## config.mk

```make
export PLATFORM = sky130hd
export DESIGN_NAME = sync_fifo
export DESIGN_NICKNAME = d
export VERILOG_FILES = /design/src/design/sync_fifo.sv
export SDC_FILE = /design/constraint.sdc
export NUM_CORES = 1
export LEC_CHECK = 0
export BUFFER_PORTS_ARGS = -buffer_cell sky130_fd_sc_hd__buf_2
export CAP_MARGIN = 10
export CORE_UTILIZATION = 50
export DETAILED_ROUTE_END_ITERATION = 10
export PLACE_DENSITY_LB_ADDON = 0.08
export SLEW_MARGIN = 20
export SYNTH_ARGS = -nofsm -noshare
export SYNTH_HDL_FRONTEND = slang
export SYNTH_SLANG_ARGS = --single-unit
```

## constraint.sdc

```tcl
create_clock -name clk -period 4 [get_ports clk]
set_clock_uncertainty 0.2 [all_clocks]
set_input_delay 0.6 -clock clk [delete_from_list [all_inputs] [get_ports clk]]
set_output_delay 0.6 -clock clk [all_outputs]
set_load 0.02 [all_outputs]
```

## src/design/sync_fifo.sv

```systemverilog
`timescale 1ns/1ps

module sync_fifo #(
	parameter int WIDTH = 16,
	parameter int DEPTH = 16
) (
	input  logic             clk,
	input  logic             rst,
	input  logic             wr_en,
	input  logic [WIDTH-1:0] wr_data,
	input  logic             rd_en,
	output logic [WIDTH-1:0] rd_data,
	output logic             full,
	output logic             empty
);

	localparam int AW = (DEPTH > 1) ? $clog2(DEPTH) : 1;

	logic [WIDTH-1:0] mem [DEPTH];
	logic [AW-1:0]    wr_ptr;
	logic [AW-1:0]    rd_ptr;
	logic [AW:0]      count;
	logic [AW:0]      count_next;
	logic             do_wr;
	logic             do_rd;

	// Writes when full and reads when empty are dropped
	assign do_wr = wr_en && !full;
	assign do_rd = rd_en && !empty;

	always_comb begin
		case ({do_wr, do_rd})
			2'b10:   count_next = count + 1'b1;
			2'b01:   count_next = count - 1'b1;
			default: count_next = count;
		endcase
	end

	always_ff @(posedge clk) begin
		if (rst) begin
			wr_ptr <= '0;
			rd_ptr <= '0;
			count  <= '0;
			full   <= 1'b0;
			empty  <= 1'b1;
		end else begin
			if (do_wr) begin
				wr_ptr <= (wr_ptr == AW'(DEPTH - 1)) ? '0 : wr_ptr + 1'b1;
			end
			if (do_rd) begin
				rd_ptr <= (rd_ptr == AW'(DEPTH - 1)) ? '0 : rd_ptr + 1'b1;
			end
			count <= count_next;
			full  <= (count_next == (AW+1)'(DEPTH));
			empty <= (count_next == '0);
		end
	end

	always_ff @(posedge clk) begin
		if (do_wr) begin
			mem[wr_ptr] <= wr_data;
		end
	end

	// Head is visible without a read strobe
	assign rd_data = mem[rd_ptr];

endmodule

```

==> out/qor.yml <==
outcome:
  status: "finished clean"
logic_synthesis:
  ys_top_cells_by_area: "edfxtp_1 71%, mux4_2 10%, mux4_1 7.3%"
  syn-cell-area_um2: 10800
  yosys.area.top_type: "edfxtp_1"
  synth_top_area_frac: 0.711
  avgSynthCellArea_um2: 22.4
  synthCells: 483
  yosysMostFrequentCell: "edfxtp_1"
  synth_nets: 510
  synth_edf_count: 256
  synth_seq_cells: 275
  synthArstFlopShare: 0
  ys_seq_area_frac: 0.746
  synth-main-ff-cell: "edfxtp_1"
  synth_common_cells: "256 x edfxtp_1, 50 x mux4_2, 30 x mux4_1"
  ys_warn_count: 0
  synthDistinctLibCells: 37
floorplanning:
  die_area_um2: 22200
  rows: 53
  coreArea_um2: 21100
  io_pins: 38
  die_w_um: 149
  dieHeight_um: 149
  floorplan.initialDensity: 0.513
clocking:
  cts.sink_count: 275
  cts.htree.levels: 1
  cts_resized: 0
  cts_buffer_depth: 3
  cts_buffers: 29
  cts_tree: "yes"
  post_cts_buffers: 0
  hold_buffers: 0
  cts-root-buf: "clkbuf_16"
  clk-insertion-delay-late_ns: 0.53
  clk_pin_slew_ns: 0.06
worst_setup_path:
  rrSetupSlack_ns: 1.51
  worst_setup_path_start_kind: "flip-flop"
  worstSetupPathType: "reg -> out"
  arrival_ns: 2.70
  endpoint_kind: "primary output"
  critical_path_required_ns: 3.20
  cp_max_fo: 22
sta:
  hold_ws_ns: 0.237
  finalSetupViolations: 0
  final.min_clock_period_ns: 3.50
  worst_pin_slew_ns: 0.701
  tns_ns: 0
  drv_slew: 0
  max-slew-margin-rel: 0.532
  finalHoldViolations: 0
  setup_slack_ns: 0.498
  rsz0062_at_grt: "false"
  max_freq_mhz: 286
  finalCritPeriodShare: 0.875
route:
  dr.pass1.iters: 4
  vias: 4922
  viasPerCell: 5.84
  detail-route-antenna-nets: 0
  detail_route.iter0.violations: 352
  drc: 0
  wl_mm: 21.2
  wl_per_cell_um: 25.1
layout:
  final_nets: 577
  post-route-util: 0.582
  layout-drive-gt1-share: 0.295
  syn2layout_area_growth_pct: 13.6
global_route:
  antenna_found_initial: 0
  grt_pass1_vias: 5099
  grt_pass1_wl_mm: 31.7
  grt_max_degree: 42
  track_usage: 0.201
  grt_overflow: 0
hold_path:
  hold_path_class: "in -> reg"
power:
  power_density_nw_per_um2: 509
  power_mw: 6.25
  cellLeakagePower_nw: 3.96
  vdd_ir_drop_max_v: 0.000330
placement:
  hpwl_mm: 12.2
  dp_slack_ns: 1.01
  place_congestion: 0.705
  io_buffers: 37
flow_run:
  cap_violations: 0
-- logic make-up after synthesis --
| logic type | synth area share |
|---|---|
| XOR/XNOR | 0.00799 |
| AND/OR/NAND/NOR | 0.0287 |
| buffers and inverters | 0.0182 |
| multiplexers | 0.181 |
| adder cells (fa/ha/maj) | 0.00810 |
| flip-flops | 0.746 |
| AO/OA/AOI/OAI | 0.00961 |
-- layer usage --
| layer | routed length (µm) | vias to the layer above | global-route usage |
|---|---|---|---|
| met5 | 0 | - | 0 |
| met4 | 481 | 0 | 0.0551 |
| met3 | 1280 | 34 | 0.0410 |
| met2 | 10200 | 168 | 0.320 |
| met1 | 9150 | 2552 | 0.283 |
| li1 | - | 2168 | - |
-- area by class of cell --
cell class | instances | area, µm²
Timing Repair Buffer | 61 | 390
Sequential cell | 275 | 8070
Inverter | 5 | 18.8
Tap cell | 275 | 344
Fill cell | 1576 | 8810
Clock buffer | 35 | 748
Clock inverter | 13 | 103
Antenna cell | 1 | 2.50
Multi-Input combinational cell | 178 | 2590
-- worst max-delay path, cell delays in order (launching register included) --
cell and delay [ns]:
dfxtp_4 0.64, buf_12 0.26, mux4_1 0.56, mux4_2 0.49, buf_2 0.18
-- final timing paths --
check / startpoint / end / depth (start not counted)
setup reg to reg: full$_SDFF_PP0_ / full$_SDFF_PP0_ / 6
hold reg to reg: rd_ptr[1]$_SDFFE_PP0P_ / rd_ptr[1]$_SDFFE_PP0P_ / 2
setup / recovery: flip-flop / rd_data[13] / 4
hold / removal: rst / flip-flop / 2
-- state kept, by name (all words and copies together) (netlist names), named ones only --
| name | cells |
|---|---|
| full | 1 |
| empty | 1 |
| count | 5 |
| mem | 256 |
| rd_ptr | 4 |
| wr_ptr | 4 |
-- stage by stage --
step                instances  instance area (µm²)
floorplan                 483                10800
global placement          794                11400
detailed placement        794                11400
CTS                       842                12300
global route              842                12300
finish                    843                12300
-- placed cells by master (no fill, tap or decap), drive strengths merged, types with 2 or more instances in the layout --
cell / n
buf: 61
mux2i: 3
ha: 7
edfxtp: 256
or3: 2
nor3: 8
xor2: 6
nand2: 14
bufinv: 2
clkinv: 11
o21ai: 4
nor2b: 4
xnor2: 3
mux4: 80
nand2b: 4
inv: 5
nor4: 2
dfxtp: 19
nor2: 22
a21oi: 10
clkbuf: 35
-- power breakdown --
group	internal (mW)	switching, mW	leakage [nW]
logic	0.270	0.282	1.08
clock network	1.43	1.00	0.412
registers	3.20	0.0514	2.47
total	4.91	1.34	3.96
No activity file was read; power rests on OpenSTA's default activity.
