### src/common/daq_pkg.sv
package daq_pkg;

	// External bus widths
	typedef logic [15:0] word_t;
	typedef logic [18:0] ebi_addr_t;

	// Word 1 sits in the top 16 bits: opcode byte, then channel byte
	typedef logic [63:0] cmd_t;
	typedef logic [7:0]  chan_id_t;

	typedef enum logic [7:0] {
		OP_SET_BASE = 8'h01,
		OP_SET_STEP = 8'h02,
		OP_EMIT     = 8'h03
	} opcode_t;

	// Sample word is channel id over a 12-bit ramp value
	typedef logic [15:0] sample_t;
	typedef logic [11:0] value_t;

	// Caps the channel count at 16
	localparam int CHAN_ID_BITS = 4;

	// EBI address map
	localparam ebi_addr_t ADDR_STATUS = 19'd0;
	localparam ebi_addr_t ADDR_CMD_W1 = 19'd1;
	localparam ebi_addr_t ADDR_CMD_W2 = 19'd2;
	localparam ebi_addr_t ADDR_CMD_W3 = 19'd3;
	localparam ebi_addr_t ADDR_CMD_W4 = 19'd4;
	localparam ebi_addr_t ADDR_SAMPLE = 19'd5;

	// Status word bit positions
	localparam int STAT_CMD_FULL  = 0;
	localparam int STAT_CMD_EMPTY = 1;
	localparam int STAT_SMP_EMPTY = 2;
	localparam int STAT_SMP_FULL  = 3;
	localparam int STAT_BAD_LSB   = 4;

endpackage
### src/common/chan_cmd_if.sv
`timescale 1ns/1ps

// One decoded command, dispatcher to channel, four-phase req/ack
interface chan_cmd_if import daq_pkg::*; ();

	logic    req;
	logic    ack;
	opcode_t opcode;
	// Low 16 bits of the command operand
	word_t   operand;

	modport dispatcher (
		output req,
		output opcode,
		output operand,
		input  ack
	);

	modport channel (
		input  req,
		input  opcode,
		input  operand,
		output ack
	);

endinterface

### src/design/sample_channel.sv
`timescale 1ns/1ps

module sample_channel import daq_pkg::*; #(
	parameter int CHAN_ID = 0
) (
	input  logic    clk,
	input  logic    rst,
	chan_cmd_if.channel cmd,
	output logic    smp_req,
	input  logic    smp_ack,
	output sample_t smp_data
);

	localparam logic [CHAN_ID_BITS-1:0] CHAN_TAG = CHAN_ID_BITS'(CHAN_ID);

	typedef enum logic [1:0] {
		st_ready,
		st_offer,
		st_release
	} state_t;

	state_t state;
	value_t base;
	value_t step;
	word_t  remaining;
	logic   ack_q;
	logic   accept;

	// New commands only between runs
	assign accept = (state == st_ready) && (remaining == '0) && cmd.req && !ack_q;

	always_ff @(posedge clk) begin
		if (rst) begin
			state     <= st_ready;
			base      <= '0;
			step      <= '0;
			remaining <= '0;
			ack_q     <= 1'b0;
		end else begin
			if (accept) begin
				ack_q <= 1'b1;
				case (cmd.opcode)
					OP_SET_BASE: base      <= cmd.operand[11:0];
					OP_SET_STEP: step      <= cmd.operand[11:0];
					OP_EMIT:     remaining <= cmd.operand;
					default:     ;
				endcase
			end else if (ack_q && !cmd.req) begin
				ack_q <= 1'b0;
			end

			case (state)
				st_ready: begin
					if (remaining != '0) begin
						state <= st_offer;
					end
				end
				st_offer: begin
					// Advance on ack so a stalled sample is neither lost nor repeated
					if (smp_ack) begin
						base      <= base + step;
						remaining <= remaining - 1'b1;
						state     <= st_release;
					end
				end
				st_release: begin
					if (!smp_ack) begin
						state <= st_ready;
					end
				end
				default: begin
					state <= st_ready;
				end
			endcase
		end
	end

	assign cmd.ack  = ack_q;
	assign smp_req  = (state == st_offer);
	assign smp_data = {CHAN_TAG, base};

endmodule

### src/flat_wrapper.sv
// flat-port wrapper written by rule: the top's interface ports become plain ports
module sample_channel_flat import daq_pkg::*;
#(
	parameter int CHAN_ID = 0
)
  (clk, rst, smp_req, smp_ack, smp_data, cmd_req, cmd_opcode, cmd_operand, cmd_ack);
  chan_cmd_if cmd_i ();
  input  logic clk;
  input  logic rst;
  output logic smp_req;
  input  logic smp_ack;
  output sample_t smp_data;
  input wire logic [$bits(cmd_i.req)-1:0] cmd_req;
  input wire logic [$bits(cmd_i.opcode)-1:0] cmd_opcode;
  input wire logic [$bits(cmd_i.operand)-1:0] cmd_operand;
  output wire logic [$bits(cmd_i.ack)-1:0] cmd_ack;
  assign cmd_i.req = cmd_req;
  assign cmd_i.opcode = cmd_opcode;
  assign cmd_i.operand = cmd_operand;
  assign cmd_ack = cmd_i.ack;
  sample_channel #(.CHAN_ID(CHAN_ID)) u_core (.clk(clk), .rst(rst), .cmd(cmd_i), .smp_req(smp_req), .smp_ack(smp_ack), .smp_data(smp_data));
endmodule
### config.mk
export PLATFORM = sky130hd
export DESIGN_NAME = sample_channel_flat
export DESIGN_NICKNAME = d
export VERILOG_FILES = /design/src/common/daq_pkg.sv /design/src/common/chan_cmd_if.sv /design/src/design/sample_channel.sv /design/src/flat_wrapper.sv
export SDC_FILE = /design/constraint.sdc
export NUM_CORES = 1
export LEC_CHECK = 0
export BUFFER_PORTS_ARGS = -buffer_cell sky130_fd_sc_hd__buf_2
export CORE_ASPECT_RATIO = 1.75
export CORE_MARGIN = 2
export CORE_UTILIZATION = 58
export CTS_BUF_LIST = sky130_fd_sc_hd__clkbuf_4 sky130_fd_sc_hd__clkbuf_8
export DETAILED_ROUTE_END_ITERATION = 10
export HOLD_SLACK_MARGIN = 0.1
export PLACE_DENSITY = 0.8
export SKIP_CTS_REPAIR_TIMING = 1
export SLEW_MARGIN = 20
export SYNTH_ARGS = -nofsm -noshare
export SYNTH_HDL_FRONTEND = slang
export SYNTH_SLANG_ARGS = --single-unit
### constraint.sdc
create_clock -name clk -period 3.2 [get_ports clk]
set_clock_uncertainty 0.15 [all_clocks]
set_input_delay 0.32 -clock clk [delete_from_list [all_inputs] [get_ports clk]]
set_output_delay 0.32 -clock clk [all_outputs]
set_load 0.05 [all_outputs]
==> results.sh, run 1 <==
export IMPL_grt_max_degree=44
export IMPL_power_density_nw_per_um2=662.2
export IMPL_nNetsFinal=367
export IMPL_finalInstanceArea_um2=2791
export IMPL_startpoint_type="register"
export IMPL_coreArea_um2=4150
export IMPL_diodes=0
export IMPL_cts_tree="yes"
export IMPL_power_mw=1.848
export IMPL_antenna_left=0
export IMPL_finalSetupViolations=0
export IMPL_path_depth=6
export IMPL_wl_per_cell_um=15.34
export IMPL_gp_congestion=0.8336
export IMPL_syn_inst=289
export IMPL_synth_seq_cells=43
export IMPL_grt_ovfl_total=0
export IMPL_placementRows=31
export IMPL_yosys_warnings=0
export IMPL_vias=2222
export IMPL_insertion_delay_ps=290
export IMPL_pre_cts_slack_ps=605.7
export IMPL_start_util=0.6057
export IMPL_clkTransAtPathRegs_ps=80
export IMPL_cts_buffers=5
export IMPL_postSynth_asyncResetShare=0
export IMPL_cp_cell_sequence="or4_4 -> nor3_4 -> nand4_1 -> or3b_1 -> mux2i_1 -> nor2_1"
export IMPL_routed_via_density=5.957
export IMPL_final_common_cell="dfxtp_1"
export IMPL_slowest_delay_ps=690
export IMPL_timing_worst_setup_path_type="register to register"
export IMPL_synthToLayoutAreaGrowth_pct=11.05
export IMPL_rr_worst_depth=6
export IMPL_holdPathStages=3
export IMPL_layout_common_cells="43 x dfxtp_1, 41 x buf_2, 31 x nor2_1"
export IMPL_grt_pass1_vias=2133
export IMPL_die_area_um2=4897
export IMPL_drv_slew=0
export IMPL_antenna_found_initial=0
export IMPL_period_share=0.8116
export IMPL_netlist_area_um2=2514
export IMPL_ys_types=45
export IMPL_end_kind="register"
export IMPL_avgSynthCellArea_um2=8.698
export IMPL_die_h_um=91.09
export IMPL_totalWireLength_um=5722
export IMPL_numPortBuffers=41
export IMPL_tns_ps=0
export IMPL_detail_route_first_pass_iterations=4
export IMPL_fillCellCount=371
export IMPL_tightestPinTransition_ps=761.4
export IMPL_p_leak_nw=1.319
export IMPL_slew_headroom=0.4852
export IMPL_irDropWorstVdd_v=0.0005260
export IMPL_worst_path_max_fanout=12
export IMPL_drt_iter0_drc=46
export IMPL_finalHoldViolCount=0
export IMPL_cts_sinks=43
export IMPL_critPathArrivalTime_ps=2600
export IMPL_worstPathRequired_ps=3200
export IMPL_clockBufferDepth=2
export IMPL_rsz0062_at_grt="false"
export IMPL_crit_buf_inv=0
export IMPL_fmax_mhz=385.0
export IMPL_io_pins=46
export IMPL_dpl_hpwl_um=4331
export IMPL_dpl_cell_area_um2=2715
export IMPL_grtUsageTotal=0.2554
export IMPL_cp_slowest_cell="or3b_1"
export IMPL_critPathTopFamily="simple AND/OR/NAND/NOR gates"
export IMPL_clk_root_buffer_cell="clkbuf_8"
export IMPL_synth_edf_count=0
export IMPL_drc_errors=0
export IMPL_grt_pass1_wl_um=9363
export IMPL_drive_above_1_share=0.1759
export IMPL_synth_ff_type="dfxtp_1"
export IMPL_ys_seq_area_frac=0.3425
export IMPL_die_w_um=53.77
export IMPL_fin_crit_ps=2597
export IMPL_hold_path_class="input port to register"
export IMPL_outcome="complete, no violations"
export IMPL_max_cap_viol_count=0
export IMPL_htreeDepth=2
export IMPL_final_setup_worst_slack_ps=602.7
-- cells in the mapped netlist, types with 2 or more instances --
library cell,number,area share
dfxtp_1,43,0.34
nor2_1,31,0.046
a21oi_1,26,0.052
mux2i_1,23,0.092
nand2_1,22,0.033
a211oi_1,17,0.051
xnor2_1,14,0.049
ha_1,13,0.065
clkbuf_1,12,0.018
inv_1,8,0.012
a21o_1,7,0.021
a31oi_1,5,0.012
buf_4,4,0.012
nand2b_1,4,0.010
nand3_1,4,0.0080
nand4_1,4,0.010
nor3_1,4,0.0080
nor3b_1,4,0.012
xor2_1,4,0.014
buf_2,3,0.0060
o21ai_0,3,0.0060
a311oi_1,2,0.0070
and3_1,2,0.0050
mux2_2,2,0.0090
nor2b_1,2,0.0050
nor4_1,2,0.0050
o211ai_1,2,0.0060
o21a_1,2,0.0060
o41ai_1,2,0.0070
or3_1,2,0.0050
or4_1,2,0.0060
-- tightest hold or removal path: stages --
cell and delay (ps):
buf_2 100, nand2_1 40, a21oi_1 50
-- flip-flops by register name (all words and copies together), names as in the netlist --
| register | count |
|---|---|
| u_core.remaining | 16 |
| u_core.base | 12 |
| u_core.step | 12 |
| u_core.state | 2 |
| u_core.cmd.ack | 1 |
-- through the flow --
step,std cells,util,hold slack [ps]
after floorplan,292,-,285.1
after global placement,367,0.6542,322.3
after detailed placement,367,0.6542,323.7
after CTS,373,0.6726,115.0
after global routing,373,0.6726,147.2
final,373,0.6726,125.1
-- path summary, 6_finish.rpt --
kind | startpoint | endpoint | slack [ps]
max | u_core.remaining[8]$_SDFF_PP0_ | u_core.step[6]$_SDFFE_PP0P_ | 600
min | cmd_operand[12] | u_core.remaining[12]$_SDFF_PP0_ | 130
max reg2reg | u_core.remaining[8]$_SDFF_PP0_ | u_core.step[6]$_SDFFE_PP0P_ | 600
min reg2reg | u_core.remaining[13]$_SDFF_PP0_ | u_core.remaining[13]$_SDFF_PP0_ | 330
-- routing by layer --
metal  part of all wire  vias to the layer above  global-route usage
li1                   -                     1103                   -
met1               0.39                     1045              0.2775
met2               0.54                       58              0.4512
met3              0.037                       16             0.04441
met4              0.033                        0              0.1154
met5                  0                        -                   0
-- power by group --
part	internal (mW)	switching [mW]	total (mW)
Combinational	0.306	0.494	0.800
Sequential	0.632	0.0897	0.722
Clock	0.154	0.172	0.327
Total	1.09	0.756	1.85
-- logic make-up (layout without fill, tap and decap cells) --
kind of cell | after synthesis | count (layout) | share of synthesized area
AOI/OAI and AO/OA | 69 | 69 | 0.1782
xor gates and xnor gates | 18 | 18 | 0.06272
adders and majority gates | 14 | 14 | 0.07267
buffers and inverters | 29 | 61 | 0.06023
DFF | 43 | 43 | 0.3425
muxes | 25 | 25 | 0.1005
other | 1 | 4 | 0.001492
and+or+nand+nor | 90 | 90 | 0.1817
-- layout make-up --
type | instances | area [um^2] | area share
Multi-Input combinational cell | 220 | 1513 | 0.5419
Clock buffer | 6 | 76.32 | 0.02734
Inverter | 8 | 30.03 | 0.01076
Tap cell | 49 | 61.31 | 0.02196
Timing Repair Buffer | 47 | 250.2 | 0.08965
Sequential cell | 43 | 860.8 | 0.3084
(Power assumes the default switching activity.)
==> run 2: changes to the inputs <==
clock period = 2.4 ns   (was 3.2 ns; I/O delays follow)
==> run 2 against run 1 <==
Effect of this change:
- die area did not move
- total power rose by 54%
- clock power rose by 76%
- final cell count rose by 8.8%
- clock-buffer cell count fell by 1
- non-clock buffer count rose by 31
- sequential share of layout area fell by 3.5 points
- design area rose by 13%
- worst hold slack got worse by 25 ps
==> results.sh, run 2 (synthesis gave the netlist of run 1 again) <==
export IMPL_drive_above_1_share=0.2297
export IMPL_die_h_um=91.09
export IMPL_rr_worst_depth=7
export IMPL_min_from="cmd_operand[1]"
export IMPL_startpoint_type="register"
export IMPL_p_leak_nw=1.491
export IMPL_io_pins=46
export IMPL_tightestPinTransition_ps=802.1
export IMPL_nNetsFinal=398
export IMPL_rsz0062_at_grt="true"
export IMPL_fin_crit_ps=2393
export IMPL_start_util=0.6057
export IMPL_rrSetupSlack_ps=7
export IMPL_antenna_left=0
export IMPL_holdWs_ps=100.5
export IMPL_grt_pass1_wl_um=10310
export IMPL_totalWireLength_um=6732
export IMPL_largest_reg_flops=16
export IMPL_wl_per_cell_um=16.58
export IMPL_max_cap_viol_count=0
export IMPL_insertion_delay_ps=300
export IMPL_holdPathStages=3
export IMPL_cts_buffers=5
export IMPL_synthToLayoutAreaGrowth_pct=25.68
export IMPL_grt_max_degree=44
export IMPL_cts_sinks=43
export IMPL_layout_common_cells="41 x buf_2, 41 x dfxtp_1, 31 x nor2_1"
export IMPL_die_area_um2=4897
export IMPL_clk_root_buffer_cell="clkbuf_8"
export IMPL_drt_iter0_drc=62
export IMPL_hold_end="u_core.step[1]$_SDFFE_PP0P_"
export IMPL_critPathArrivalTime_ps=2400
export IMPL_outcome="complete, no violations"
export IMPL_finalSetupViolations=0
export IMPL_slew_headroom=0.4653
export IMPL_drc_errors=0
export IMPL_drv_slew=0
export IMPL_cts_tree="yes"
export IMPL_r2r_end="u_core.step[6]$_SDFFE_PP0P_"
export IMPL_period_share=0.9971
export IMPL_timing_worst_setup_path_type="register to register"
export IMPL_reg_top3="u_core.remaining (16), u_core.base (12), u_core.step (12)"
export IMPL_worstPathRequired_ps=2400
export IMPL_htreeDepth=2
export IMPL_tns_ps=0
export IMPL_regMostFlops="u_core.remaining"
export IMPL_routed_via_density=6.012
export IMPL_gp_congestion=0.8300
export IMPL_finalInstanceArea_um2=3159
export IMPL_finalHoldViolCount=0
export IMPL_clockBufferDepth=2
export IMPL_grtUsageTotal=0.2769
export IMPL_numPortBuffers=41
export IMPL_antenna_found_initial=0
export IMPL_hold_path_class="input port to register"
export IMPL_irDropWorstVdd_v=0.0008619
export IMPL_vias=2441
export IMPL_end_kind="register"
export IMPL_power_density_nw_per_um2=899.2
export IMPL_grt_ovfl_total=0
export IMPL_detail_route_first_pass_iterations=4
export IMPL_fmax_mhz=417.9
export IMPL_coreArea_um2=4150
export IMPL_placementRows=31
export IMPL_grt_pass1_vias=2336
export IMPL_clkTransAtPathRegs_ps=90
export IMPL_dpl_cell_area_um2=2810
export IMPL_dpl_hpwl_um=4538
export IMPL_post_route_util=0.7612
export IMPL_die_w_um=53.77
export IMPL_diodes=0
export IMPL_worstReg2RegStart="u_core.remaining[9]$_SDFF_PP0_"
export IMPL_worst_path_max_fanout=6
[run 2: cell count changes in the layout (fill, tap and decap cells not counted), sizes merged]
cell         change
buf             +15
dlygate4sd3     +15
clkinv           +2
bufinv           +1
[run 2: worst max path at each step]
stage                                         start                          end  slack (ps)  depth (start not counted)
global placement     u_core.remaining[8]$_SDFF_PP0_  u_core.step[9]$_SDFFE_PP0P_         110                          7
detailed placement   u_core.remaining[8]$_SDFF_PP0_  u_core.step[5]$_SDFFE_PP0P_          30                          7
global route        u_core.remaining[13]$_SDFF_PP0_  u_core.step[6]$_SDFFE_PP0P_         -80                          7
floorplan                 u_core.base[0]$_SDFF_PP0_   u_core.base[10]$_SDFF_PP0_          20                          9
CTS                  u_core.remaining[8]$_SDFF_PP0_  u_core.step[8]$_SDFFE_PP0P_          10                          7
finish               u_core.remaining[9]$_SDFF_PP0_  u_core.step[6]$_SDFFE_PP0P_           7                          7
[run 2: metal layers]
metal | GRT usage | part of all wire | routed length (um) | up-vias
met5 | 0 | 0 | 0 | -
met4 | 0.1132 | 0.016 | 105 | 0
met3 | 0.03947 | 0.041 | 274 | 11
met2 | 0.4848 | 0.55 | 3705 | 80
met1 | 0.3164 | 0.39 | 2647 | 1183
li1 | - | - | - | 1167
[run 2: through the flow]
stage                     std cells  setup WS, ps  power [mW]
after floorplan                 292         19.17       1.793
after global placement          378         107.0       2.083
after detailed placement        378         27.61       2.113
after CTS                       386         9.928       2.695
after global routing            406        -82.63       3.011
final                           406         6.977       2.841
[run 2: final cells by class]
type | count | area [um^2]
clock buffer | 5 | 68.82
clock inverter | 3 | 43.79
fill | 294 | 991.0
inverter | 8 | 30.03
multi-input combinational | 220 | 1529
sequential | 43 | 863.3
tap | 49 | 61.31
timing repair buffer | 78 | 563.0
[run 2: power breakdown]
part           internal (mW)  switching, mW
Combinational          0.563          0.733
Sequential             0.844          0.125
Clock                  0.310          0.265
[run 2: critical path, cell delays in order (launching register included)]
cell and delay [ps]:
dfxtp_1 350, or4_4 590, nor3_4 200, nand4_1 120, or3b_4 420, clkbuf_16 180
mux2i_1 150, nor2_1 70
