File: src/common/daq_pkg.sv
package daq_pkg;

	// External bus widths
	typedef logic [15:0] word_t;
	typedef logic [18:0] ebi_addr_t;

	// Word 1 sits in the top 16 bits: opcode byte, then channel byte
	typedef logic [63:0] cmd_t;
	typedef logic [7:0]  chan_id_t;

	typedef enum logic [7:0] {
		OP_SET_BASE = 8'h01,
		OP_SET_STEP = 8'h02,
		OP_EMIT     = 8'h03
	} opcode_t;

	// Sample word is channel id over a 12-bit ramp value
	typedef logic [15:0] sample_t;
	typedef logic [11:0] value_t;

	// Caps the channel count at 16
	localparam int CHAN_ID_BITS = 4;

	// EBI address map
	localparam ebi_addr_t ADDR_STATUS = 19'd0;
	localparam ebi_addr_t ADDR_CMD_W1 = 19'd1;
	localparam ebi_addr_t ADDR_CMD_W2 = 19'd2;
	localparam ebi_addr_t ADDR_CMD_W3 = 19'd3;
	localparam ebi_addr_t ADDR_CMD_W4 = 19'd4;
	localparam ebi_addr_t ADDR_SAMPLE = 19'd5;

	// Status word bit positions
	localparam int STAT_CMD_FULL  = 0;
	localparam int STAT_CMD_EMPTY = 1;
	localparam int STAT_SMP_EMPTY = 2;
	localparam int STAT_SMP_FULL  = 3;
	localparam int STAT_BAD_LSB   = 4;

endpackage
File: src/ebi/ebi.sv
`timescale 1ns/1ps

module ebi import daq_pkg::*; (
	input  logic      clk,
	input  logic      rst,
	// External bus
	input  word_t     data_in,
	output word_t     data_out,
	input  ebi_addr_t addr,
	input  logic      rd,
	input  logic      wr,
	input  logic      cs,
	// Command FIFO side
	output cmd_t      cmd_data,
	output logic      cmd_wr_en,
	input  logic      cmd_full,
	input  logic      cmd_empty,
	// Sample FIFO side
	input  sample_t   smp_data,
	output logic      smp_rd_en,
	input  logic      smp_empty,
	input  logic      smp_full,
	input  logic [7:0] bad_cmd_count
);

	typedef enum logic [1:0] {
		st_idle,
		st_fetch,
		st_fifo_load,
		st_trans_over
	} state_t;

	state_t      state;
	state_t      next_state;
	logic        capture;
	logic        cmd_addr;
	logic [1:0]  slot;
	word_t       cmd_word [4];
	logic        smp_rd_now;
	logic        smp_rd_q;
	word_t       status;

	assign cmd_addr = (addr >= ADDR_CMD_W1) && (addr <= ADDR_CMD_W4);
	assign slot     = 2'(addr - ADDR_CMD_W1);

	always_ff @(posedge clk) begin
		if (rst) begin
			state <= st_idle;
		end else begin
			state <= next_state;
		end
	end

	always_comb begin
		next_state = state;
		capture    = 1'b0;
		cmd_wr_en  = 1'b0;
		case (state)
			st_idle: begin
				next_state = st_fetch;
			end
			st_fetch: begin
				if (cs && wr && cmd_addr) begin
					capture = 1'b1;
					// Last word completes the command
					if (addr == ADDR_CMD_W4) begin
						next_state = st_fifo_load;
					end
				end
			end
			st_fifo_load: begin
				cmd_wr_en  = 1'b1;
				next_state = st_trans_over;
			end
			st_trans_over: begin
				// Hold off until the bus strobes are released
				if (!wr && !rd) begin
					next_state = st_fetch;
				end
			end
			default: begin
				next_state = st_idle;
			end
		endcase
	end

	always_ff @(posedge clk) begin
		if (capture) begin
			cmd_word[slot] <= data_in;
		end
	end

	assign cmd_data = {cmd_word[0], cmd_word[1], cmd_word[2], cmd_word[3]};

	// Pop once when a sample read ends
	assign smp_rd_now = cs && rd && (addr == ADDR_SAMPLE);

	always_ff @(posedge clk) begin
		if (rst) begin
			smp_rd_q <= 1'b0;
		end else begin
			smp_rd_q <= smp_rd_now;
		end
	end

	assign smp_rd_en = smp_rd_q && !smp_rd_now && !smp_empty;

	always_comb begin
		status                       = '0;
		status[STAT_CMD_FULL]        = cmd_full;
		status[STAT_CMD_EMPTY]       = cmd_empty;
		status[STAT_SMP_EMPTY]       = smp_empty;
		status[STAT_SMP_FULL]        = smp_full;
		status[STAT_BAD_LSB +: 8]    = bad_cmd_count;
	end

	// Read mux
	always_comb begin
		case (addr)
			ADDR_STATUS: data_out = status;
			ADDR_SAMPLE: data_out = smp_empty ? '0 : smp_data;
			default:     data_out = '0;
		endcase
	end

endmodule

File: config.mk
export PLATFORM = sky130hd
export DESIGN_NAME = ebi
export DESIGN_NICKNAME = d
export VERILOG_FILES = /design/src/common/daq_pkg.sv /design/src/ebi/ebi.sv
export SDC_FILE = /design/constraint.sdc
export NUM_CORES = 1
export LEC_CHECK = 0
export ABC_AREA = 0
export BUFFER_PORTS_ARGS = -buffer_cell sky130_fd_sc_hd__buf_2
export CAP_MARGIN = 20
export CELL_PAD_IN_SITES_DETAIL_PLACEMENT = 0
export CELL_PAD_IN_SITES_GLOBAL_PLACEMENT = 1
export CORE_MARGIN = 2
export CORE_UTILIZATION = 33
export DETAILED_ROUTE_END_ITERATION = 16
export HOLD_SLACK_MARGIN = 0.03
export PLACE_DENSITY_LB_ADDON = 0.25
export SETUP_SLACK_MARGIN = 0.2
export SYNTH_ARGS = -nofsm -noshare
export SYNTH_HDL_FRONTEND = slang
export SYNTH_SLANG_ARGS = --single-unit
export TNS_END_PERCENT = 100
File: constraint.sdc
create_clock -name clk -period 4.8 [get_ports clk]
set_input_delay 0.72 -clock clk [delete_from_list [all_inputs] [get_ports clk]]
set_output_delay 0.72 -clock clk [all_outputs]
set_load 0.05 [all_outputs]
==> results of run 1 <==
==> metal layers <==
metal / vias up / GRT usage
li1: 829 / -
met1: 800 / 0.159
met2: 123 / 0.263
met3: 13 / 0.0503
met4: 0 / 0.0731
met5: - / 0
==> cell families after synthesis <==
group / after synthesis
fa+ha+maj: 4
simple gates: 28
buf+inv: 6
flops: 67
compound gates: 19
==> registers in the layout, indices dropped and copies added (netlist names) <==
name,cells
state,2
cmd_word,64
smp_rd_q,1
==> power breakdown <==
group,switching [mW],leakage (nW),internal [mW]
logic,0.0511,0.803,0.0420
registers,0.00976,0.600,0.647
clock network,0.196,0.0971,0.238
total,0.257,1.50,0.927
==> metrics by stage <==
step,std cells,total power [mW],worst slack (ns)
6_report,391,1.18,1.17
5_1_grt,391,1.24,1.03
4_1_cts,391,1.20,1.15
3_5_place_dp,375,0.763,1.15
3_3_place_gp,375,0.762,1.16
2_1_floorplan,124,0.715,1.25
==> cell type report <==
class	instances	area, µm²	share of cell area
flip-flops and latches	67	1980	0.563
repair buffers	154	783	0.222
multi-input cells	51	432	0.123
clock buffers	11	131	0.0373
well taps	99	124	0.0352
clock inverters	5	53.8	0.0153
inverters	4	15.0	0.00426
==> final timing paths <==
path,to,depth (start not counted)
hold reg to reg,state[1]$_SDFFE_PP0P_,2
hold / removal,cmd_word[0][11]$_DFFE_PP_,1
setup / recovery,data_out[14],6
setup reg to reg,cmd_word[3][7]$_DFFE_PP_,5
==> layout by cell type (no fill, tap or decap), types with 3 or more instances in the layout <==
cell	n
a211oi_1	4
a22o_1	5
a22o_2	7
and2_2	4
buf_2	149
buf_4	5
clkbuf_8	9
clkinv_2	3
dfxtp_1	3
edfxtp_1	64
ha_1	4
inv_1	4
nand3_1	3
nor3_2	4
nor4_1	4
==> impl_results.md, run 1 <==
- Relative slew slack: 0.502
- Setup Skew: 0.00339 ns
- Largest family of logic cells by synthesized area: simple AND/OR/NAND/NOR gates
- IO buf count: between 100 and 150
- Top-Level Pins: 150
- Setup tns final: 0 ns
- First-pass GRT wire length: ~9 mm
- Placed Area: 0.00334 mm²
- Part of the cycle the worst path needs: 0.757
- Fin nets: between 300 and 400
- Power per cell area: about 340 mW/mm²
- Via Count: between 1.5k and 2k
- Xor and xnor area share after synthesis: 0
- Hold Path Origin: data_in[11]
- Mapped Area: about 0.0024 mm²
- CP startpoint kind: input port
- Crit-path max FO: 16
- Max VDD drop: roughly 0.13 mV
- Area fraction of the dominant cell type after synthesis: 0.793
- Synth Area per Inst: approximately 20 µm²
- Number of max-cap violations: 0
- Reg clk slew, reported paths: 0.07 ns
- Adder-cell share of the synthesized area: 0.0207
- Ys Warns: 0
- DR pass1 iterations: 4
- Synth async-reset ratio: 0
- Hold Crit Class: input port to flip-flop
- Crit path top cell by count: buf_2
- HPWL Detailed: 4.49 mm
- Fmax: around 0.28 GHz
- Clock Path Buffers: 2
- Area of the die: just over 0.008 mm²
- Launch point of the critical path: addr[17]
- Most used DFF post-synth: edfxtp_1
- CTS tree: yes
- Synth area leader: edfxtp_1
- Post-synthesis compound-gate area fraction: 0.0676
- Die width: 89.7 µm
- Diode count: 0
- Initial core utilization: 0.338
- Met2 routed WL: around 3.0 mm
- Clk Latency, worst-skew pair: 0.33 ns
- Lkg Pwr: about 1.5 nW
- Arrival @ worst endpoint: around 2.9 ns
- Post-Synth Simple-Gate Area: 0.0816
- Critical Path Sink Type: primary output
- Post-CTS Resized: 0
- Top post-synthesis cells by count: edfxtp_1, a22o_2, nor3_1
- Fin crit period: roughly 3.6 ns
- Uppermost layer routed: met4
- Status: finished clean
- Synthesis-to-finish area growth: 45.3%
- Drt wl/cell: between 10 and 15 µm
- CTS root buffer: clkbuf_8
- Endpoints failing hold: 0
- Worst-Margin Slew: between 0.7 and 0.8 ns
- Register area share after synthesis: 0.818
- Final setup fails: 0
- Number of synthesized register bits: between 60 and 70
- Hold_buf cts: 0
- WL met1: between 2 and 2.5 mm
- Cells after synthesis: 124
- # H-tree levels: 3
- Num CTS Buffers: 9
- Sink Count: 67
- Drc violations: 0
- Critical Path RT: 4.08 ns
- Vias per cell: around 4.5
- Number of flops mapped to enable cells by yosys: 64
- Fillers: 633
- R2r startpoint: state[0]$_SDFFE_PP0P_
- CP peak stage delay: around 0.65 ns
- Routed Wire Length: roughly 5.8 mm
- Overflow after GRT: 0
- GP Congestion: 0.778
- Slowest stage cell, crit path: nor4b_4
- Starting DRT DRC Count: 62
- Mux cell area share after synthesis: 0
- Tot GR Track Use: 0.149
- Util after Layout: 0.491
- Layout cells sized above 1: 0.640
- Crit path cell chain: buf_2, or4_4, or3_4, nor4b_4, and2_2, buf_2
- Number of global-route vias before repair: 1841
- Row count: 31
- Crit-path leading delay family: simple AND/OR/NAND/NOR gates
- Final ANT Viol Nets: 0
- Core area: between 0.007 and 0.008 mm²
- Yosys cell types: 26
- Count of final max-slew check failures: 0
- Min Hold Slack: between 0.6 and 0.7 ns
- Setup Buffers After CTS: 0
- Top-count cell post-synth: edfxtp_1
- Die H: ~90 µm
- Layout Cell Area excl Fill: 0.00352 mm²
- Initial antenna violation count: 0
- Met3 WL: 596 µm
- Largest net degree at the start of global routing: 17
- Buf+Inv Stages, Crit Path: 2
- Synth area leaders: edfxtp_1, a22o_2, dfxtp_1, ha_1, a22o_1
- Setup CP Type: input port to primary output
- Unrepaired setup endpoints after global routing: false
- Syn Nets: 196
- R2R setup slack: 2.32 ns
No activity file was read; power rests on OpenSTA's default activity.
==> run 2: changes to the inputs <==
==> constraint.sdc (replaced) <==
create_clock -name clk -period 3.4 [get_ports clk]
set_input_delay 0.51 -clock clk [delete_from_list [all_inputs] [get_ports clk]]
set_output_delay 0.51 -clock clk [all_outputs]
set_load 0.05 [all_outputs]
==> impl_results.md, run 2 (synthesis gave the netlist of run 1 again) <==
- Switching power: 0.377 mW (+47%)
- Max VDD drop: 0.155 mV (+17%)
- Overflow after GRT: 0 (unchanged)
- Number of max-cap violations: 0 (unchanged)
- Routed Wire Length: 5.87 mm (+0.50%)
- Hold Crit Class: input port to flip-flop
- Initial antenna violation count: 0 (unchanged)
- Lkg Pwr: 1.52 nW (+1.6%)
- HPWL Detailed: 4.45 mm (-0.87%)
- DR pass1 iterations: 4 (unchanged)
- Reg2reg path depth: 5 (unchanged)
- Final setup fails: 0 (unchanged)
- Power per cell area: 473 mW/mm² (+41%)
- Top-Level Pins: 150 (unchanged)
- Cell-internal power: 1.31 mW (+41%)
- Clk Latency, worst-skew pair: 0.33 ns (about the same)
- Gate power share: 0.079 (about the same)
- Synthesis-to-finish area growth: 47.1%
- Count of final max-slew check failures: 0 (unchanged)
- Area of the die: 0.00805 mm² (unchanged)
- Crit path cell chain: buf_2, or4_4, or3_4, nor4b_4, buf_4, a22o_2, buf_2
- Reg clk slew, reported paths: 0.07 ns (about the same)
- Critical Path RT: 2.89 ns (-1.19 ns)
- Largest Register: cmd_word
- GP Congestion: 0.796 (+2.3%)
- CTS tree: yes
- Clock Path Buffers: 2 (unchanged)
- Endpoint of the worst hold path: state[0]$_SDFFE_PP0P_
- Hold_buf cts: 0 (unchanged)
- Setup Skew: 0.00340 ns (+0.0000107 ns)
- Seq pwr share: 0.550 (-0.005)
- Fin crit period: 2.90 ns
- Relative slew slack: 0.670 (+0.168)
- Part of the cycle the worst path needs: 0.854
- Crit-path max FO: 16 (unchanged)
- Vias per cell: 4.41 (-2.4%)
- Clk pwr share: 0.371 (+0.004)
- R2r startpoint: state[0]$_SDFFE_PP0P_
- Setup CP Type: input port to primary output
- Total power: 1.68 mW (+42%)
- Starting DRT DRC Count: 48 (-23%)
- Setup Buffers After CTS: 0 (unchanged)
- Slowest stage cell, crit path: or4_4
- Drt wl/cell: 14.8 µm (-0.77%)
- Row count: 31 (unchanged)
- Layout cells sized above 1: 0.650 (+0.00942)
- Final ANT Viol Nets: 0 (unchanged)
- CP startpoint kind: input port
- Commonest non-fill, non-tap cell in the layout: buf_2
- Num CTS Buffers: 9 (unchanged)
- Biggest regs: cmd_word: 64 flops, state: 2 flops, smp_rd_q: 1 flops
- Switching Fraction: 0.224 (+0.00684)
- CTS root buffer: clkbuf_8
- Post-CTS Resized: 0 (unchanged)
- Sink Count: 67 (unchanged)
- Tot GR Track Use: 0.150 (+0.000861)
- Worst-Margin Slew: 0.487 ns (-0.256 ns)
- Critical Path Sink Type: primary output
- Hold Path Depth: 2 (+1)
- Hold Path Origin: rst
- CP peak stage delay: 0.55 ns (-0.10 ns)
- # H-tree levels: 3 (unchanged)
- Setup Slack @ Placement: 0.484 ns (-0.665 ns)
- Arrival @ worst endpoint: 2.39 ns (-0.52 ns)
- Setup tns final: 0 ns (unchanged)
- Diode count: 0 (unchanged)
- Drc violations: 0 (unchanged)
- Initial core utilization: 0.338 (unchanged)
- Fin nets: 364 (+1.4%)
- Status: finished clean
- Number of global-route vias before repair: 1775 (-3.6%)
- Most frequent cells in the layout: buf_2, edfxtp_1, buf_4
- R2R setup slack: 1.30 ns (-1.02 ns)
- IO buf count: 149 (unchanged)
- Final std cells w/o fill: 396 (+1.3%)
- Fillers: 646 (+2.1%)
- Die H: 89.7 µm (unchanged)
- Via Count: 1745 (-1.1%)
- Core area: 0.00718 mm² (unchanged)
- Fmax: between 0.3 and 0.4 GHz
- First-pass GRT wire length: 8.99 mm (about the same)
- Max reg flops: 64 (unchanged)
- End of the worst register-to-register path: cmd_word[0][12]$_DFFE_PP_
- Unrepaired setup endpoints after global routing: false
- Endpoints failing hold: 0 (unchanged)
- Placed cell count: 380 (+1.3%)
- Crit path top cell by count: buf_2
- Setup slack after layout: 0.496 ns (-0.672 ns)
- Die width: 89.7 µm (unchanged)
- Largest net degree at the start of global routing: 17 (unchanged)
==> run 2: how the worst max path moves through the flow <==
stage | startpoint | endpoint | slack (ns) | depth (start not counted)
6_report | addr[17] | data_out[5] | 0.50 | 7
5_1_grt | addr[17] | data_out[5] | 0.39 | 7
3_3_place_gp | addr[17] | data_out[9] | 0.49 | 7
4_1_cts | addr[17] | data_out[9] | 0.48 | 7
2_1_floorplan | addr[6] | cmd_word[0][0]$_DFFE_PP_ | 0.06 | 4
3_5_place_dp | addr[17] | data_out[9] | 0.48 | 7
==> run 2: power by group through the flow <==
stage,logic [mW],registers (mW),clock network (mW)
CTS,0.135,0.926,0.646
floorplan,0.0694,0.941,0
detailed placement,0.133,0.944,0
finish,0.133,0.926,0.625
global route,0.152,0.928,0.680
global placement,0.132,0.944,0
==> run 2: layer usage <==
metal | part of all wire | vias up | GRT usage
met3 | 0.10 | 4 | 0.0671
met1 | 0.37 | 786 | 0.155
met5 | 0 | - | 0
met2 | 0.52 | 116 | 0.269
li1 | - | 839 | -
met4 | 0.0049 | 0 | 0.0500
==> run 2: critical path: cells and delay by family <==
kind	cells	cell delay (ns)
buffers and inverters	3	0.57
AOI/OAI and AO/OA	1	0.16
and+or+nand+nor	3	1.13
==> run 2: metrics by stage <==
step                      area (µm²)  hold WS, ns  utilization
after floorplan                 2420        0.567            -
after global placement          3370        0.628        0.470
after detailed placement        3370        0.614        0.470
after CTS                       3560        0.366        0.497
after global routing            3560        0.369        0.497
final                           3560        0.383        0.497
==> run 2: layout make-up <==
class                           instances  area, µm²  share of cell area
Clock buffer                            9        124              0.0347
Clock inverter                          7       67.6              0.0190
Inverter                                4       15.0             0.00421
Multi-Input combinational cell         51        432               0.121
Sequential cell                        67       1980               0.556
Tap cell                               99        124              0.0347
Timing Repair Buffer                  159        821               0.230
==> run 3: changes to the inputs <==
--- a/config.mk
+++ b/config.mk
@@ -13,9 +13,9 @@
 export CORE_MARGIN = 2
 export CORE_UTILIZATION = 33
 export DETAILED_ROUTE_END_ITERATION = 16
+export GPL_TIMING_DRIVEN = 0
 export HOLD_SLACK_MARGIN = 0.03
 export PLACE_DENSITY_LB_ADDON = 0.25
-export SETUP_SLACK_MARGIN = 0.2
 export SYNTH_ARGS = -nofsm -noshare
 export SYNTH_HDL_FRONTEND = slang
 export SYNTH_SLANG_ARGS = --single-unit
==> impl_results.md, run 3 (synthesis gave the netlist of run 1 again) <==
- Status: finished clean
- Starting DRT DRC Count: 44 (-8.3%)
- Hold_buf cts: 0 (unchanged)
- Crit-path max FO: 10 (-6)
- Clock Path Buffers: 2 (unchanged)
- Unrepaired setup endpoints after global routing: false
- First-pass GRT wire length: 8.78 mm (-2.4%)
- Relative slew slack: 0.422 (-0.248)
- Final setup fails: 0 (unchanged)
- Max reg flops: 64 (unchanged)
- Via Count: 1749 (+0.23%)
- Clk Latency, worst-skew pair: 0.33 ns (about the same)
- Diode count: 0 (unchanged)
- Largest net degree at the start of global routing: 14 (-3)
- CP startpoint kind: input port
- DR pass1 iterations: 4 (unchanged)
- Critical Path Sink Type: primary output
- Area of the die: 0.00805 mm² (unchanged)
- Slowest stage cell, crit path: or4_4
- Synthesis-to-finish area growth: 48.4%
- Reg clk slew, reported paths: 0.07 ns (about the same)
- Layout Cell Area excl Fill: 0.00360 mm² (+0.91%)
- Commonest non-fill, non-tap cell in the layout: buf_2
- # H-tree levels: 3 (unchanged)
- Die width: 89.7 µm (unchanged)
- Fin crit period: 3.06 ns (+0.152 ns)
- Initial core utilization: 0.338 (unchanged)
- Routed Wire Length: 5.71 mm (-2.7%)
- Fin nets: 361 (-0.82%)
- Setup Skew: 0.00781 ns (+0.00441 ns)
- Critical Path RT: 2.89 ns (about the same)
- Endpoints failing hold: 0 (unchanged)
- Overflow after GRT: 0 (unchanged)
- GP Congestion: 0.731 (-8.1%)
- CP peak stage delay: 0.56 ns (about the same)
- Biggest regs: cmd_word: 64 flops, state: 2 flops, smp_rd_q: 1 flops
- Count of final max-slew check failures: 0 (unchanged)
- Lkg Pwr: 1.53 nW (+0.35%)
- Setup slack after layout: 0.344 ns (-0.152 ns)
- Hold Crit Class: input port to flip-flop
- Fmax: 0.327 GHz (-5.0%)
- Die H: 89.7 µm (unchanged)
- Drc violations: 0 (unchanged)
- Top-Level Pins: 150 (unchanged)
- Setup tns final: 0 ns (unchanged)
- Drt wl/cell: 14.5 µm (-2.0%)
- Largest Register: cmd_word
- Max VDD drop: 0.192 mV (+24%)
- Sink Count: 67 (unchanged)
- Setup Slack @ Placement: 0.0612 ns (-0.423 ns)
- Vias per cell: 4.45 (+0.99%)
- Tot GR Track Use: 0.145 (-0.00498)
- IO buf count: 149 (unchanged)
- Part of the cycle the worst path needs: 0.899 (+0.0448)
- Initial antenna violation count: 0 (unchanged)
- Worst-Margin Slew: 0.862 ns (+0.375 ns)
- HPWL Detailed: 4.50 mm (+1.1%)
- Placed Area: 0.00337 mm² (unchanged)
- Arrival @ worst endpoint: 2.55 ns (+0.16 ns)
- Final std cells w/o fill: 393 (-0.76%)
- Row count: 31 (unchanged)
- CTS root buffer: clkbuf_8
- Most frequent cells in the layout: buf_2, edfxtp_1, clkbuf_8
- Placed cell count: 377 (-0.79%)
- Crit path cell chain: buf_2, or4_4, or3_4, nor4b_4, buf_6, a22o_2, buf_2
- CTS tree: yes
- Core area: 0.00718 mm² (unchanged)
- Number of global-route vias before repair: 1752 (-1.3%)
- Post-CTS Resized: 0 (unchanged)
- Setup Buffers After CTS: 0 (unchanged)
- Layout cells sized above 1: 0.646 (-0.00357)
- Final ANT Viol Nets: 0 (unchanged)
- Number of max-cap violations: 0 (unchanged)
- Num CTS Buffers: 9 (unchanged)
- Power per cell area: 491 mW/mm² (+4.0%)
- Setup CP Type: input port to primary output
- Crit path top cell by count: buf_2
==> run 3: cell types whose count changed in the layout (fill, tap and decap cells not counted), sizes merged <==
cell      delta
clkinv       +1
clkbuf       +1
bufinv       +1
clkinvlp     -2
buf          -4
==> run 3: routing by layer <==
| layer | up-vias | track usage | routed length (µm) |
|---|---|---|---|
| li1 | 837 | - | - |
| met1 | 787 | 0.161 | 2230 |
| met2 | 117 | 0.257 | 2860 |
| met3 | 8 | 0.0469 | 541 |
| met4 | 0 | 0.0577 | 82 |
| met5 | - | 0 | 0 |
==> run 3: report_power, final <==
part | switching (mW) | internal [mW] | leakage (nW) | total, mW
combinational | 0.0709 | 0.0601 | 0.815 | 0.131
clock | 0.294 | 0.417 | 0.114 | 0.711
sequential | 0.0131 | 0.912 | 0.600 | 0.925
==> run 3: worst paths after layout <==
kind | from | endpoint | cells after the start | slack [ns]
worst min-delay path | rst | state[1]$_SDFFE_PP0P_ | 2 | 0.39
worst max register to register | state[0]$_SDFFE_PP0P_ | cmd_word[0][6]$_DFFE_PP_ | 5 | 0.86
worst min register to register | state[1]$_SDFFE_PP0P_ | state[1]$_SDFFE_PP0P_ | 2 | 0.63
worst max-delay path | addr[17] | data_out[5] | 7 | 0.34
==> run 3: final cells by class <==
type                            count  area (µm²)
Inverter                            4        15.0
Fill cell                         641        3580
Tap cell                           99         124
Multi-Input combinational cell     51         432
Timing Repair Buffer              154         806
Buffer                              2        15.0
Clock buffer                        9         124
Clock inverter                      7         100
Sequential cell                    67        1980
==> run 3: metrics by stage <==
| step | hold WS [ns] | utilization | power [mW] |
|---|---|---|---|
| global placement | 0.635 | 0.459 | 1.07 |
| floorplan | 0.567 | - | 1.01 |
| finish | 0.386 | 0.501 | 1.77 |
| global route | 0.376 | 0.501 | 1.85 |
| CTS | 0.367 | 0.501 | 1.79 |
| detailed placement | 0.624 | 0.470 | 1.08 |
==> run 3: critical path: cells and delay by family <==
kind | cells | cell delay, ns
buffers and inverters | 3 | 0.56
AOI/OAI and AO/OA | 1 | 0.14
and+or+nand+nor | 3 | 1.35
